File: src/design/icache_pkg.sv
package icache_pkg;

    // Cache geometry
    localparam int NUM_SETS    = 8;
    localparam int NUM_WAYS    = 4;
    localparam int BLOCK_WORDS = 4;

    // Field widths of a byte address
    localparam int WORD_OFF_W  = 2;   // byte within a word
    localparam int BLOCK_OFF_W = 2;   // word within a block
    localparam int SET_W       = 3;
    localparam int WAY_W       = 2;
    localparam int TAG_W       = 25;

    typedef struct packed {
        logic [TAG_W-1:0]       tag;
        logic [SET_W-1:0]       set;
        logic [BLOCK_OFF_W-1:0] word_off;
        logic [WORD_OFF_W-1:0]  byte_off;
    } icache_addr_fields_t;

    // Fetch address seen either as a plain word or split into cache fields
    typedef union packed {
        logic [31:0]         raw;
        icache_addr_fields_t fields;
    } icache_addr_u;

    typedef struct packed {
        icache_addr_u addr;
    } fetch_req_t;

    typedef struct packed {
        logic [31:0] word;
        logic [31:0] addr;
    } fetch_rsp_t;

    typedef struct packed {
        logic [31:0] addr;
    } mem_req_t;

    typedef struct packed {
        logic [31:0] data;
    } mem_beat_t;

    typedef logic [BLOCK_WORDS-1:0][31:0] block_t;

    typedef struct packed {
        logic [SET_W-1:0] set;
        logic [TAG_W-1:0] tag;
        block_t           data;
    } fill_t;

endpackage

File: src/design/icache_refill.sv
`timescale 1ns/1ps

module icache_refill
    import icache_pkg::*;
(
    input  logic        Clk,
    input  logic        rst_n,
    input  logic        req_valid,
    output logic        req_ready,
    input  fetch_req_t  req,
    output logic        rsp_valid,
    output fetch_rsp_t  rsp,
    input  logic        array_hit,
    input  logic [31:0] array_word,
    input  logic        pf_hit,
    input  logic [31:0] pf_word,
    input  fill_t       pf_fill,
    output logic        mem_valid,
    input  logic        mem_ready,
    output mem_req_t    mem_addr,
    input  logic        beat_valid,
    input  mem_beat_t   beat,
    output logic        fill_valid,
    output fill_t       fill,
    output logic        pf_take,
    output logic        pf_launch,
    output logic [31:0] pf_launch_addr
);

    typedef enum logic [1:0] {ST_IDLE, ST_REQ, ST_BEATS, ST_FILL} state_t;

    state_t                 state_q;
    logic                   take_q;
    logic [BLOCK_OFF_W-1:0] cnt_q;
    icache_addr_u           addr_q;
    block_t                 block_q;
    logic                   accept;
    logic [BLOCK_OFF_W-1:0] beat_idx;

    // No new request while the buffer block is being moved
    assign req_ready = (state_q == ST_IDLE) && !take_q;
    assign accept    = req_valid && req_ready;

    assign mem_valid     = (state_q == ST_REQ);
    assign mem_addr.addr = addr_q.raw;

    // Beats wrap around the block starting at the critical word
    assign beat_idx = addr_q.fields.word_off + cnt_q;

    assign pf_take        = take_q;
    assign pf_launch      = (state_q == ST_FILL) || take_q;
    assign pf_launch_addr = {addr_q.fields.tag, addr_q.fields.set,
                             {(BLOCK_OFF_W + WORD_OFF_W){1'b0}}} + 32'(BLOCK_WORDS * 4);

    assign fill_valid = (state_q == ST_FILL) || take_q;

    always_comb begin
        if (take_q) begin
            fill = pf_fill;
        end else begin
            fill.set  = addr_q.fields.set;
            fill.tag  = addr_q.fields.tag;
            fill.data = block_q;
        end
    end

    always_ff @(posedge Clk or negedge rst_n) begin
        if (!rst_n) begin
            state_q   <= ST_IDLE;
            take_q    <= 1'b0;
            rsp_valid <= 1'b0;
            cnt_q     <= '0;
        end else begin
            rsp_valid <= 1'b0;
            take_q    <= 1'b0;
            case (state_q)
                ST_IDLE: begin
                    if (accept) begin
                        if (array_hit || pf_hit) begin
                            rsp_valid <= 1'b1;
                            take_q    <= !array_hit;
                        end else begin
                            state_q <= ST_REQ;
                        end
                    end
                end
                ST_REQ: begin
                    cnt_q <= '0;
                    if (mem_ready) begin
                        state_q <= ST_BEATS;
                    end
                end
                ST_BEATS: begin
                    if (beat_valid) begin
                        cnt_q <= cnt_q + BLOCK_OFF_W'(1);
                        // Critical word goes straight back to the core
                        if (cnt_q == '0) begin
                            rsp_valid <= 1'b1;
                        end
                        if (cnt_q == BLOCK_OFF_W'(BLOCK_WORDS - 1)) begin
                            state_q <= ST_FILL;
                        end
                    end
                end
                default: begin
                    state_q <= ST_IDLE;
                end
            endcase
        end
    end

    always_ff @(posedge Clk) begin
        if (accept) begin
            addr_q   <= req.addr;
            rsp.addr <= req.addr.raw;
            rsp.word <= array_hit ? array_word : pf_word;
        end
        if ((state_q == ST_BEATS) && beat_valid) begin
            block_q[beat_idx] <= beat.data;
            if (cnt_q == '0) begin
                rsp.word <= beat.data;
            end
        end
    end

endmodule

File: config.mk
export PLATFORM = sky130hd
export DESIGN_NAME = icache_refill
export DESIGN_NICKNAME = d
export VERILOG_FILES = /design/src/design/icache_pkg.sv /design/src/design/icache_refill.sv
export SDC_FILE = /design/constraint.sdc
export NUM_CORES = 1
export LEC_CHECK = 0
export BUFFER_PORTS_ARGS = -buffer_cell sky130_fd_sc_hd__clkbuf_2
export CORE_AREA = 4 4 227 229
export CTS_CLUSTER_DIAMETER = 30
export DETAILED_ROUTE_END_ITERATION = 12
export DIE_AREA = 0 0 231 233
export HOLD_SLACK_MARGIN = 0.1
export REMOVE_ABC_BUFFERS = 1
export SETUP_SLACK_MARGIN = 0.3
export SLEW_MARGIN = 15
export SYNTH_ARGS = -nofsm -noshare
export SYNTH_HDL_FRONTEND = slang
export SYNTH_SLANG_ARGS = --single-unit
File: constraint.sdc
create_clock -name Clk -period 4.5 [get_ports Clk]
set_clock_uncertainty 0.2 [all_clocks]
set_input_delay 0.9 -clock Clk [delete_from_list [all_inputs] [get_ports Clk]]
set_output_delay 0.9 -clock Clk [all_outputs]
set_load 0.005 [all_outputs]
-- Word level (Yosys, flattened, before mapping)
Index checks and enable logic that the tools add are counted.
- add/subtract/negate cells: 3
- multipliers: 0
- div/mod/pow operators: 0
- magnitude comparators: 2
- equality and inequality tests: 9
- shift operators: 0
- muxes and demuxes: 24
- bitwise operators: 0
- reductions and logical operators: 13
- operators with widths (cell ; number):
    156-bit two-way mux ; 1
    128-bit bitwise mux ; 1
    32-bit two-way mux ; 4
    32-bit demux with 2-bit select ; 1
    64-bit two-way mux ; 1
    32-bit by 5-bit adder with 32-bit output (second input constant) ; 1
    2-bit two-way mux ; 6
    2-bit inequality test (second input constant) ; 4
    1-bit two-way mux ; 7
    2-bit == test (second input constant) ; 3
    2-bit case mux with 3 select lines ; 1
    5-bit AND reduction ; 1
    1-bit logical AND ; 4
    2-bit logical NOT ; 2
    2-bit case mux with 2 select lines ; 1
    2-bit by 3-bit less-than comparator with 1-bit output (second input constant) ; 1
    2-bit by 1-bit adder with 2-bit output (second input constant) ; 1
    2-bit adder ; 1
    2-bit by 1-bit == test with 1-bit output (second input constant) ; 1
    2-bit by 1-bit >= comparator with 1-bit output (second input constant) ; 1
    1-bit logical NOT ; 2
    1-bit logical OR ; 2
    2-bit by 1-bit inequality test with 1-bit output (second input constant) ; 1
    1-bit case mux with 2 select lines ; 1
    2 further kinds ; 2
- register bits: 198
- bits in latches: 0
- bits in writable memories: 0
- ROM bits: 0
- input bits: 291
- output and inout port bits: 290
- word-level logic and storage cells: 61
- memories: 0

-- Longest topological paths before layout
Gate-level depths: netlist (run 1).
- depth after elaboration: 6
- mapped depth: 8
- gate-level depth less buffers: 6

-- Least setup slack after synthesis (run 1)
No wires, ideal clock.
- path kind: flip-flop to flip-flop
- from: reg, netlist name mem_addr[2]
- to: reg block_q[64] (netlist bit), enable pin
- library setup time: 0.461 ns
- data arrival time: 3.195 ns
- required time: 3.839 ns
- setup slack: 0.644 ns
- cell stages (with the launch flop): 5
- buffers on the path: 0
- period minus slack after synthesis: 3.856 ns
- path through: edfxtp_1 -> ha_1 -> xnor2_1 -> xor2_1 -> nor3_1
- RTL lines (item ; RTL line ; text):
    end signal, assigned by index ; icache_refill.sv:119 ; block_q[beat_idx] <= beat.data;
    end, declared ; icache_refill.sv:36 ; block_t block_q;

-- Worst setup path in the final report (run 1)
- from: reg addr_q, in the netlist mem_addr[16]
- to: out pf_launch_addr[27]
- word-level cells in the longest chain between the ends: 1
- RTL lines (item ; RTL line ; text):
    start, declared ; icache_refill.sv:35 ; icache_addr_u addr_q;
    start signal, assigned ; icache_refill.sv:114 ; addr_q <= req.addr;
    32-bit by 5-bit adder with 32-bit output ; icache_refill.sv:53 ; {(BLOCK_OFF_W + WORD_OFF_W){1'b0}}} + 32'(BLOCK_WORDS * 4);
    end, declared ; icache_refill.sv:27 ; output logic [31:0] pf_launch_addr
No other way between the ends.

==> run_results.csv, run 1 <==
group,metric,value,unit
cts,clk_root_buffer_cell,"sky130_fd_sc_hd__clkbuf_16",
sta,worst_pin_slew,942,ps
setup_path,crit_path_max_fanout,7,
routing,drt_drc_violations_left,0,
yosys,mappedNetlistArea,9510,um2
sta,timing.final.crit_period,3690,ps
cts,cts-buffers-inserted,17,
cts,cts_htree_levels,4,
placement,dpl_cell_area,13000,um2
sta,number_of_pins_exceeding_their_max_slew_limit_in_the_final_report,0,
pwr,comb_power_share,29.5,%
sta,clock.fmax,271,MHz
yosys,syn-mean-instance-area,13.5,um2
worst_hold_path,hold_end,"rsp[45]",
cts,tritoncts_clock_tree,"built",
pwr,p_switching,1.98,mW
yosys,ys.flop_type,"sky130_fd_sc_hd__edfxtp_1",
yosys,post_synth_top_area_share,50.5,%
routing,drt_iter0_drc,320,
yosys,synth_enable_flop_cells,160,
setup_path,worst_r2r_path_depth,5,
grt,grt_first_pass_wirelength,51.1,mm
floorplan,area_of_the_die,53800,um2
yosys,synth-seq-area-share,58.9,%
placement,gp_congestion,0.914,
floorplan,core_region_area,49700,um2
yosys,ys.warnings.count,0,
layout,final.fill_count,5254,
floorplan,chipHeight,233,um
worst_hold_path,timing.hold.worst.start,"rsp[45]",
pwr,p_leak,5.83,nW
pwr,pwr_density_cell,452,nW/um2
layout,fin_nets,1544,
yosys,synth.largest_area_cell,"sky130_fd_sc_hd__edfxtp_1",
setup_path,r2r_end,"rsp[50]",
pwr,power.total,6.15,mW
cts,cts.clk_slew.worst_paths,80,ps
yosys,synthArstFlopShare,3.03,%
routing,first_pass_iters,4,
setup_path,end_kind,"output port",
yosys,synth.top_cells.by_area,"sky130_fd_sc_hd__edfxtp_1, sky130_fd_sc_hd__mux2_2, sky130_fd_sc_hd__dfxtp_1",
setup_path,worst_setup_path_startpoint,"mem_addr[16]",
status,status,"completed",
grt,grt_max_degree,55,
routing,postRouteAntennaNets,0,
floorplan,die-width,231,um
worst_hold_path,timing.hold.worst.class,"flop to flop",
yosys,synth.ff_latch_count,198,
routing,drt-total-wl,37.0,mm
pwr,pwr-share-clk,27.7,%
pwr,p_int,4.17,mW
sta,setup_repair_after_global_routing_missed_its_margin,"false",
layout,drive_above_1_share,62.8,%
layout,stdcell_area,13600,um2
pwr,p_seq_share,42.9,%
grt,global_route_overflow,0,
floorplan,rows,82,
yosys,post_synth_simple_gate_area,6.58,%
yosys,netlist_instances,706,
flow_run,drv_cap,0,
yosys,synth_fa_ha_area_share,1.05,%
yosys,muxShareOfSynthArea,21.7,%
setup_path,critical_path_arrival,2590,ps
routing,wl_per_cell,19.2,um
floorplan,boundaryPins,581,
cts,clock_path_buffers,2,
yosys,synth_xor_area_share,2.76,%
routing,vias_per_cell,4.05,
grt,via_count_of_the_first_global_routing_pass,8014,
pwr,vdd.ir_drop.worst,0.247,mV
sta,setup-violations-final,0,
worst_hold_path,min_delay_path_depth,2,
yosys,largest_family_of_logic_cells_by_synthesized_area,"multiplexers",
sta,layout_worst_path_cycle_share,82.1,%
cts,cts_sink_cnt,198,
yosys,synth_compound_gate_area_share,3.96,%
floorplan,initial_core_util,19.1,%
placement,detailed_place_hpwl,29.0,mm
routing,route.vias.total,7815,
sta,final-hold-violation-count,0,
placement,io_buffers,576,
cts,clkLatencyLatePin,470,ps
grt,groute.usage.overall,13.2,%
setup_path,crit-reg2reg-launch,"state_q[0]",
yosys,post_synth_num_cell_types,36,
grt,grt_antenna_before_repair,1,
sta,slew-limit-headroom,37.2,%
pwr,sw_frac_of_total,32.3,%
layout,syn2layout_area_growth,43.3,%
setup_path,start_kind,"flop",
setup_path,worst-endpoint-required,3400,ps
setup_path,worst-setup-path-type,"flop to output port",
setup_path,timing.reg2reg.setup_slack,1930,ps
==> layout make-up <==
type / instances / area [um2] / area share [%]
diodes: 1 / 2.50 / 0.0184
clock buffers: 17 / 425 / 3.12
clock inverters: 15 / 230 / 1.69
inverters: 7 / 26.3 / 0.193
multi-input cells: 430 / 3470 / 25.5
flip-flops and latches: 198 / 5600 / 41.1
well taps: 672 / 841 / 6.17
repair buffers: 591 / 3020 / 22.2
==> routing by layer <==
layer / up-vias / wire, um / GRT usage (%)
met3: 64 / 2750 / 3.94
met5: - / 0 / 0
met4: 0 / 1840 / 7.93
met1: 3696 / 13500 / 13.9
li1: 3625 / - / -
met2: 430 / 18900 / 23.2
==> stage by stage <==
stage                     hold slack, ps  utilization (%)  setup WS (ps)  cells  setup TNS, ps
final                                332             27.4            805   1931              0
after global routing                 348             27.4            639   1930              0
after CTS                            317             27.4            663   1930              0
after detailed placement             324             26.1           1240   1897              0
after global placement               313             26.1           1250   1897              0
after floorplan                      320                -          -1980    635        -213430
==> flip-flops by register name, indices dropped and copies added (netlist names) <==
signal / flops
block_q: 128
mem_addr: 32
rsp: 32
cnt_q: 2
state_q: 2
pf_take: 1
rsp_valid: 1
==> cell usage after synthesis, types with 2 or more instances <==
cell	number
sky130_fd_sc_hd__nand3b_1	2
sky130_fd_sc_hd__nand3_1	11
sky130_fd_sc_hd__mux2i_1	32
sky130_fd_sc_hd__nor3_1	2
sky130_fd_sc_hd__buf_4	37
sky130_fd_sc_hd__nor2b_1	2
sky130_fd_sc_hd__nor2_1	42
sky130_fd_sc_hd__ha_1	8
sky130_fd_sc_hd__xor2_1	7
sky130_fd_sc_hd__clkbuf_1	10
sky130_fd_sc_hd__inv_1	7
sky130_fd_sc_hd__xnor2_1	23
sky130_fd_sc_hd__dfxtp_1	32
sky130_fd_sc_hd__nand2_1	47
sky130_fd_sc_hd__and3_1	5
sky130_fd_sc_hd__edfxtp_1	160
sky130_fd_sc_hd__o31ai_1	2
sky130_fd_sc_hd__dfrtp_1	6
sky130_fd_sc_hd__mux2_2	155
sky130_fd_sc_hd__buf_2	27
sky130_fd_sc_hd__a21oi_1	32
sky130_fd_sc_hd__nand4_1	9
sky130_fd_sc_hd__o21ai_0	35
==> timing repair <==
item	4_1_cts	5_1_grt
setup buffers	0	0
hold buffers	1	0
gates resized for setup	0	0
hold endpoints to repair	6	0
==> power by group through the flow <==
stage                     logic, mW  registers [mW]  clock network (mW)
after CTS                      1.85            2.64                1.78
after global placement         1.82            2.66                   0
after global routing           2.00            2.67                1.84
after floorplan               0.809            2.64                   0
final                          1.81            2.64                1.70
after detailed placement       1.84            2.67                   0
==> layout by cell type (no fill, tap or decap), types with 5 or more instances in the layout <==
master and n:
sky130_fd_sc_hd__clkbuf_2 576, sky130_fd_sc_hd__edfxtp_1 160, sky130_fd_sc_hd__mux2_2 155, sky130_fd_sc_hd__nand2_1 47
sky130_fd_sc_hd__nor2_1 40, sky130_fd_sc_hd__o21ai_0 35, sky130_fd_sc_hd__mux2i_1 32, sky130_fd_sc_hd__a21oi_1 32
sky130_fd_sc_hd__dfxtp_1 32, sky130_fd_sc_hd__xnor2_1 23, sky130_fd_sc_hd__clkbuf_16 17, sky130_fd_sc_hd__buf_4 12
sky130_fd_sc_hd__nand3_1 11, sky130_fd_sc_hd__nand4_1 9, sky130_fd_sc_hd__ha_1 8, sky130_fd_sc_hd__xor2_1 7
sky130_fd_sc_hd__inv_1 6, sky130_fd_sc_hd__dfrtp_1 5
==> worst max path at each step <==
stage	to	slack [ps]	cells after the start
after floorplan	mem_addr[0]	-1980	2
after global placement	pf_launch_addr[27]	1250	5
after detailed placement	pf_launch_addr[27]	1240	5
after CTS	pf_launch_addr[27]	660	5
after global routing	pf_launch_addr[27]	640	5
final	pf_launch_addr[27]	810	5
==> logic make-up (layout without fill, tap and decap cells) <==
family,Yosys count,in the layout
DFF,198,198
muxes,187,187
and+or+nand+nor,129,129
buffers and inverters,81,630
AOI/OAI and AO/OA,72,72
xor gates and xnor gates,30,30
adders and majority gates,8,8
other,1,5
==> worst max-delay path, cell delays in order, from the launching register on <==
cell	delay [ps]
sky130_fd_sc_hd__edfxtp_1	720
sky130_fd_sc_hd__nand3_1	370
sky130_fd_sc_hd__nor4_4	530
sky130_fd_sc_hd__nand4_1	180
sky130_fd_sc_hd__xnor2_1	180
sky130_fd_sc_hd__clkbuf_2	150
Note: power is estimated with default switching activity, not from simulation.
==> run 2, diff against run 1 <==
==> constraint.sdc (replaced) <==
create_clock -name Clk -period 3.5 [get_ports Clk]
set_clock_uncertainty 0.2 [all_clocks]
set_input_delay 0.7 -clock Clk [delete_from_list [all_inputs] [get_ports Clk]]
set_output_delay 0.7 -clock Clk [all_outputs]
set_load 0.005 [all_outputs]
==> run_results.csv, run 2 (synthesis results as in run 1) <==
group,metric,value,unit
status,status,"completed",
cts,cts_htree_levels,4,
cts,clk_root_buffer_cell,"sky130_fd_sc_hd__clkbuf_16",
grt,grt_antenna_before_repair,2,
sta,setup-violations-final,0,
setup_path,worst_r2r_path_depth,5,
layout,drive_above_1_share,63.6,%
routing,drt_iter0_drc,308,
layout,layout_common_cells,"sky130_fd_sc_hd__clkbuf_2, sky130_fd_sc_hd__edfxtp_1, sky130_fd_sc_hd__mux2_2",
sta,final-hold-violation-count,0,
placement,dpl_cell_area,13000,um2
grt,global_route_overflow,0,
floorplan,rows,82,
sta,slew-limit-headroom,55.7,%
flow_run,drv_cap,0,
grt,grt_first_pass_wirelength,53.1,mm
floorplan,area_of_the_die,53800,um2
worst_hold_path,hold_end,"mem_addr[10]",
sta,number_of_pins_exceeding_their_max_slew_limit_in_the_final_report,0,
setup_path,end_kind,"output port",
cts,cts_sink_cnt,198,
layout,fin_nets,1565,
layout,syn2layout_area_growth,45.1,%
setup_path,worst-setup-path-type,"flop to output port",
layout,stdcell_area,13800,um2
layout,max_flop_register,"block_q",
setup_path,critical_path.cell_chain,"nand4_2 > nor4_4 > buf_4 > nand4_1 > xnor2_1 > clkbuf_2",
sta,finalSetupTns,0,ps
grt,grt_max_degree,79,
cts,tritoncts_clock_tree,"built",
placement,placed_cells_incl_taps,1904,
layout,largest_reg_flops,128,
floorplan,chipHeight,233,um
routing,route.vias.total,7918,
pwr,p_leak,5.95,nW
routing,drt_drc_violations_left,0,
worst_hold_path,min_delay_path_depth,1,
setup_path,timing.critical_path.slowest_cell_delay,530,ps
sta,setup_repair_after_global_routing_missed_its_margin,"false",
sta,layout_worst_path_cycle_share,87.8,%
pwr,pwr_density_cell,567,nW/um2
setup_path,timing.reg2reg.setup_slack,1100,ps
floorplan,die-width,231,um
setup_path,crit_path_top_delay_cell,"sky130_fd_sc_hd__edfxtp_1",
routing,postRouteAntennaNets,0,
sta,worst_pin_slew,665,ps
cts,clkLatencyLatePin,480,ps
floorplan,initial_core_util,19.1,%
setup_path,critical_path_arrival,2170,ps
routing,vias_per_cell,4.05,
routing,drt-total-wl,38.5,mm
layout,layout.cells.most_common,"sky130_fd_sc_hd__clkbuf_2",
worst_hold_path,timing.hold.worst.start,"req[10]",
pwr,vdd.ir_drop.worst,0.285,mV
setup_path,r2r_end,"block_q[41]",
setup_path,crit-reg2reg-launch,"state_q[0]",
placement,gp_congestion,0.959,
layout,post_layout_nonfiller_instances,1953,
sta,clock.fmax,325,MHz
placement,detailed_place_hpwl,30.3,mm
floorplan,core_region_area,49700,um2
setup_path,critical-path-top-delay-family,"simple AND/OR/NAND/NOR gates",
grt,groute.usage.overall,13.7,%
worst_hold_path,timing.hold.worst.class,"input port to flop",
grt,via_count_of_the_first_global_routing_pass,8189,
setup_path,start_kind,"flop",
sta,timing.final.crit_period,3070,ps
routing,first_pass_iters,4,
placement,io_buffers,576,
cts,cts.clk_slew.worst_paths,80,ps
setup_path,worst-endpoint-required,2600,ps
setup_path,crit_path_max_fanout,7,
floorplan,boundaryPins,581,
cts,cts-buffers-inserted,17,
cts,clock_path_buffers,2,
routing,wl_per_cell,19.7,um
setup_path,timing.critical_path.buf_inv,2,
## run 2: area by class of cell
class,instances,area (um2)
fillers,5229,35900
flip-flops and latches,198,5600
multi-input cells,430,3510
repair buffers,612,3230
well taps,672,841
clock buffers,17,425
clock inverters,15,163
inverters,7,26.3
diodes,2,5.00
## run 2: through the flow
| step | hold WS [ps] | utilization, % | setup slack, ps | power, mW |
|---|---|---|---|---|
| after global placement | 312 | 26.3 | 693 | 5.82 |
| after detailed placement | 327 | 26.3 | 593 | 5.87 |
| after floorplan | 204 | - | -2980 | 4.44 |
| final | 193 | 27.8 | 427 | 7.82 |
| after global routing | 149 | 27.8 | 310 | 8.29 |
| after CTS | 131 | 27.6 | 328 | 7.93 |
## run 2: repair_timing
| item | CTS | global route |
|---|---|---|
| pin swaps | 2 | 3 |
| endpoints found under the hold margin | 6 | 0 |
| hold buffers | 1 | 0 |
| setup buffers | 6 | 8 |
| resized for setup | 3 | 3 |
| setup endpoints to repair | 16 | 8 |
## run 2: how the worst max path moves through the flow
stage / end / cells after the start / slack [ps] / startpoint
global route: pf_launch_addr[26] / 6 / 310 / mem_addr[9]
CTS: pf_launch_addr[23] / 5 / 330 / mem_addr[6]
finish: pf_launch_addr[27] / 6 / 430 / mem_addr[6]
floorplan: mem_addr[0] / 2 / -2980 / pf_take
detailed placement: pf_launch_addr[20] / 6 / 590 / mem_addr[5]
global placement: pf_launch_addr[20] / 6 / 690 / mem_addr[4]
## run 2: routing by layer
layer / vias to the layer above / GRT usage, % / share of wire (%)
met5: - / 0 / 0
met3: 60 / 4.48 / 8.0
met1: 3767 / 13.8 / 35
met4: 0 / 7.39 / 4.4
met2: 425 / 25.0 / 52
li1: 3666 / - / -
## run 2: power by group
part,switching [mW],internal [mW]
sequential,0.272,3.05
combinational,1.36,1.13
clock,0.933,1.07
total,2.57,5.25
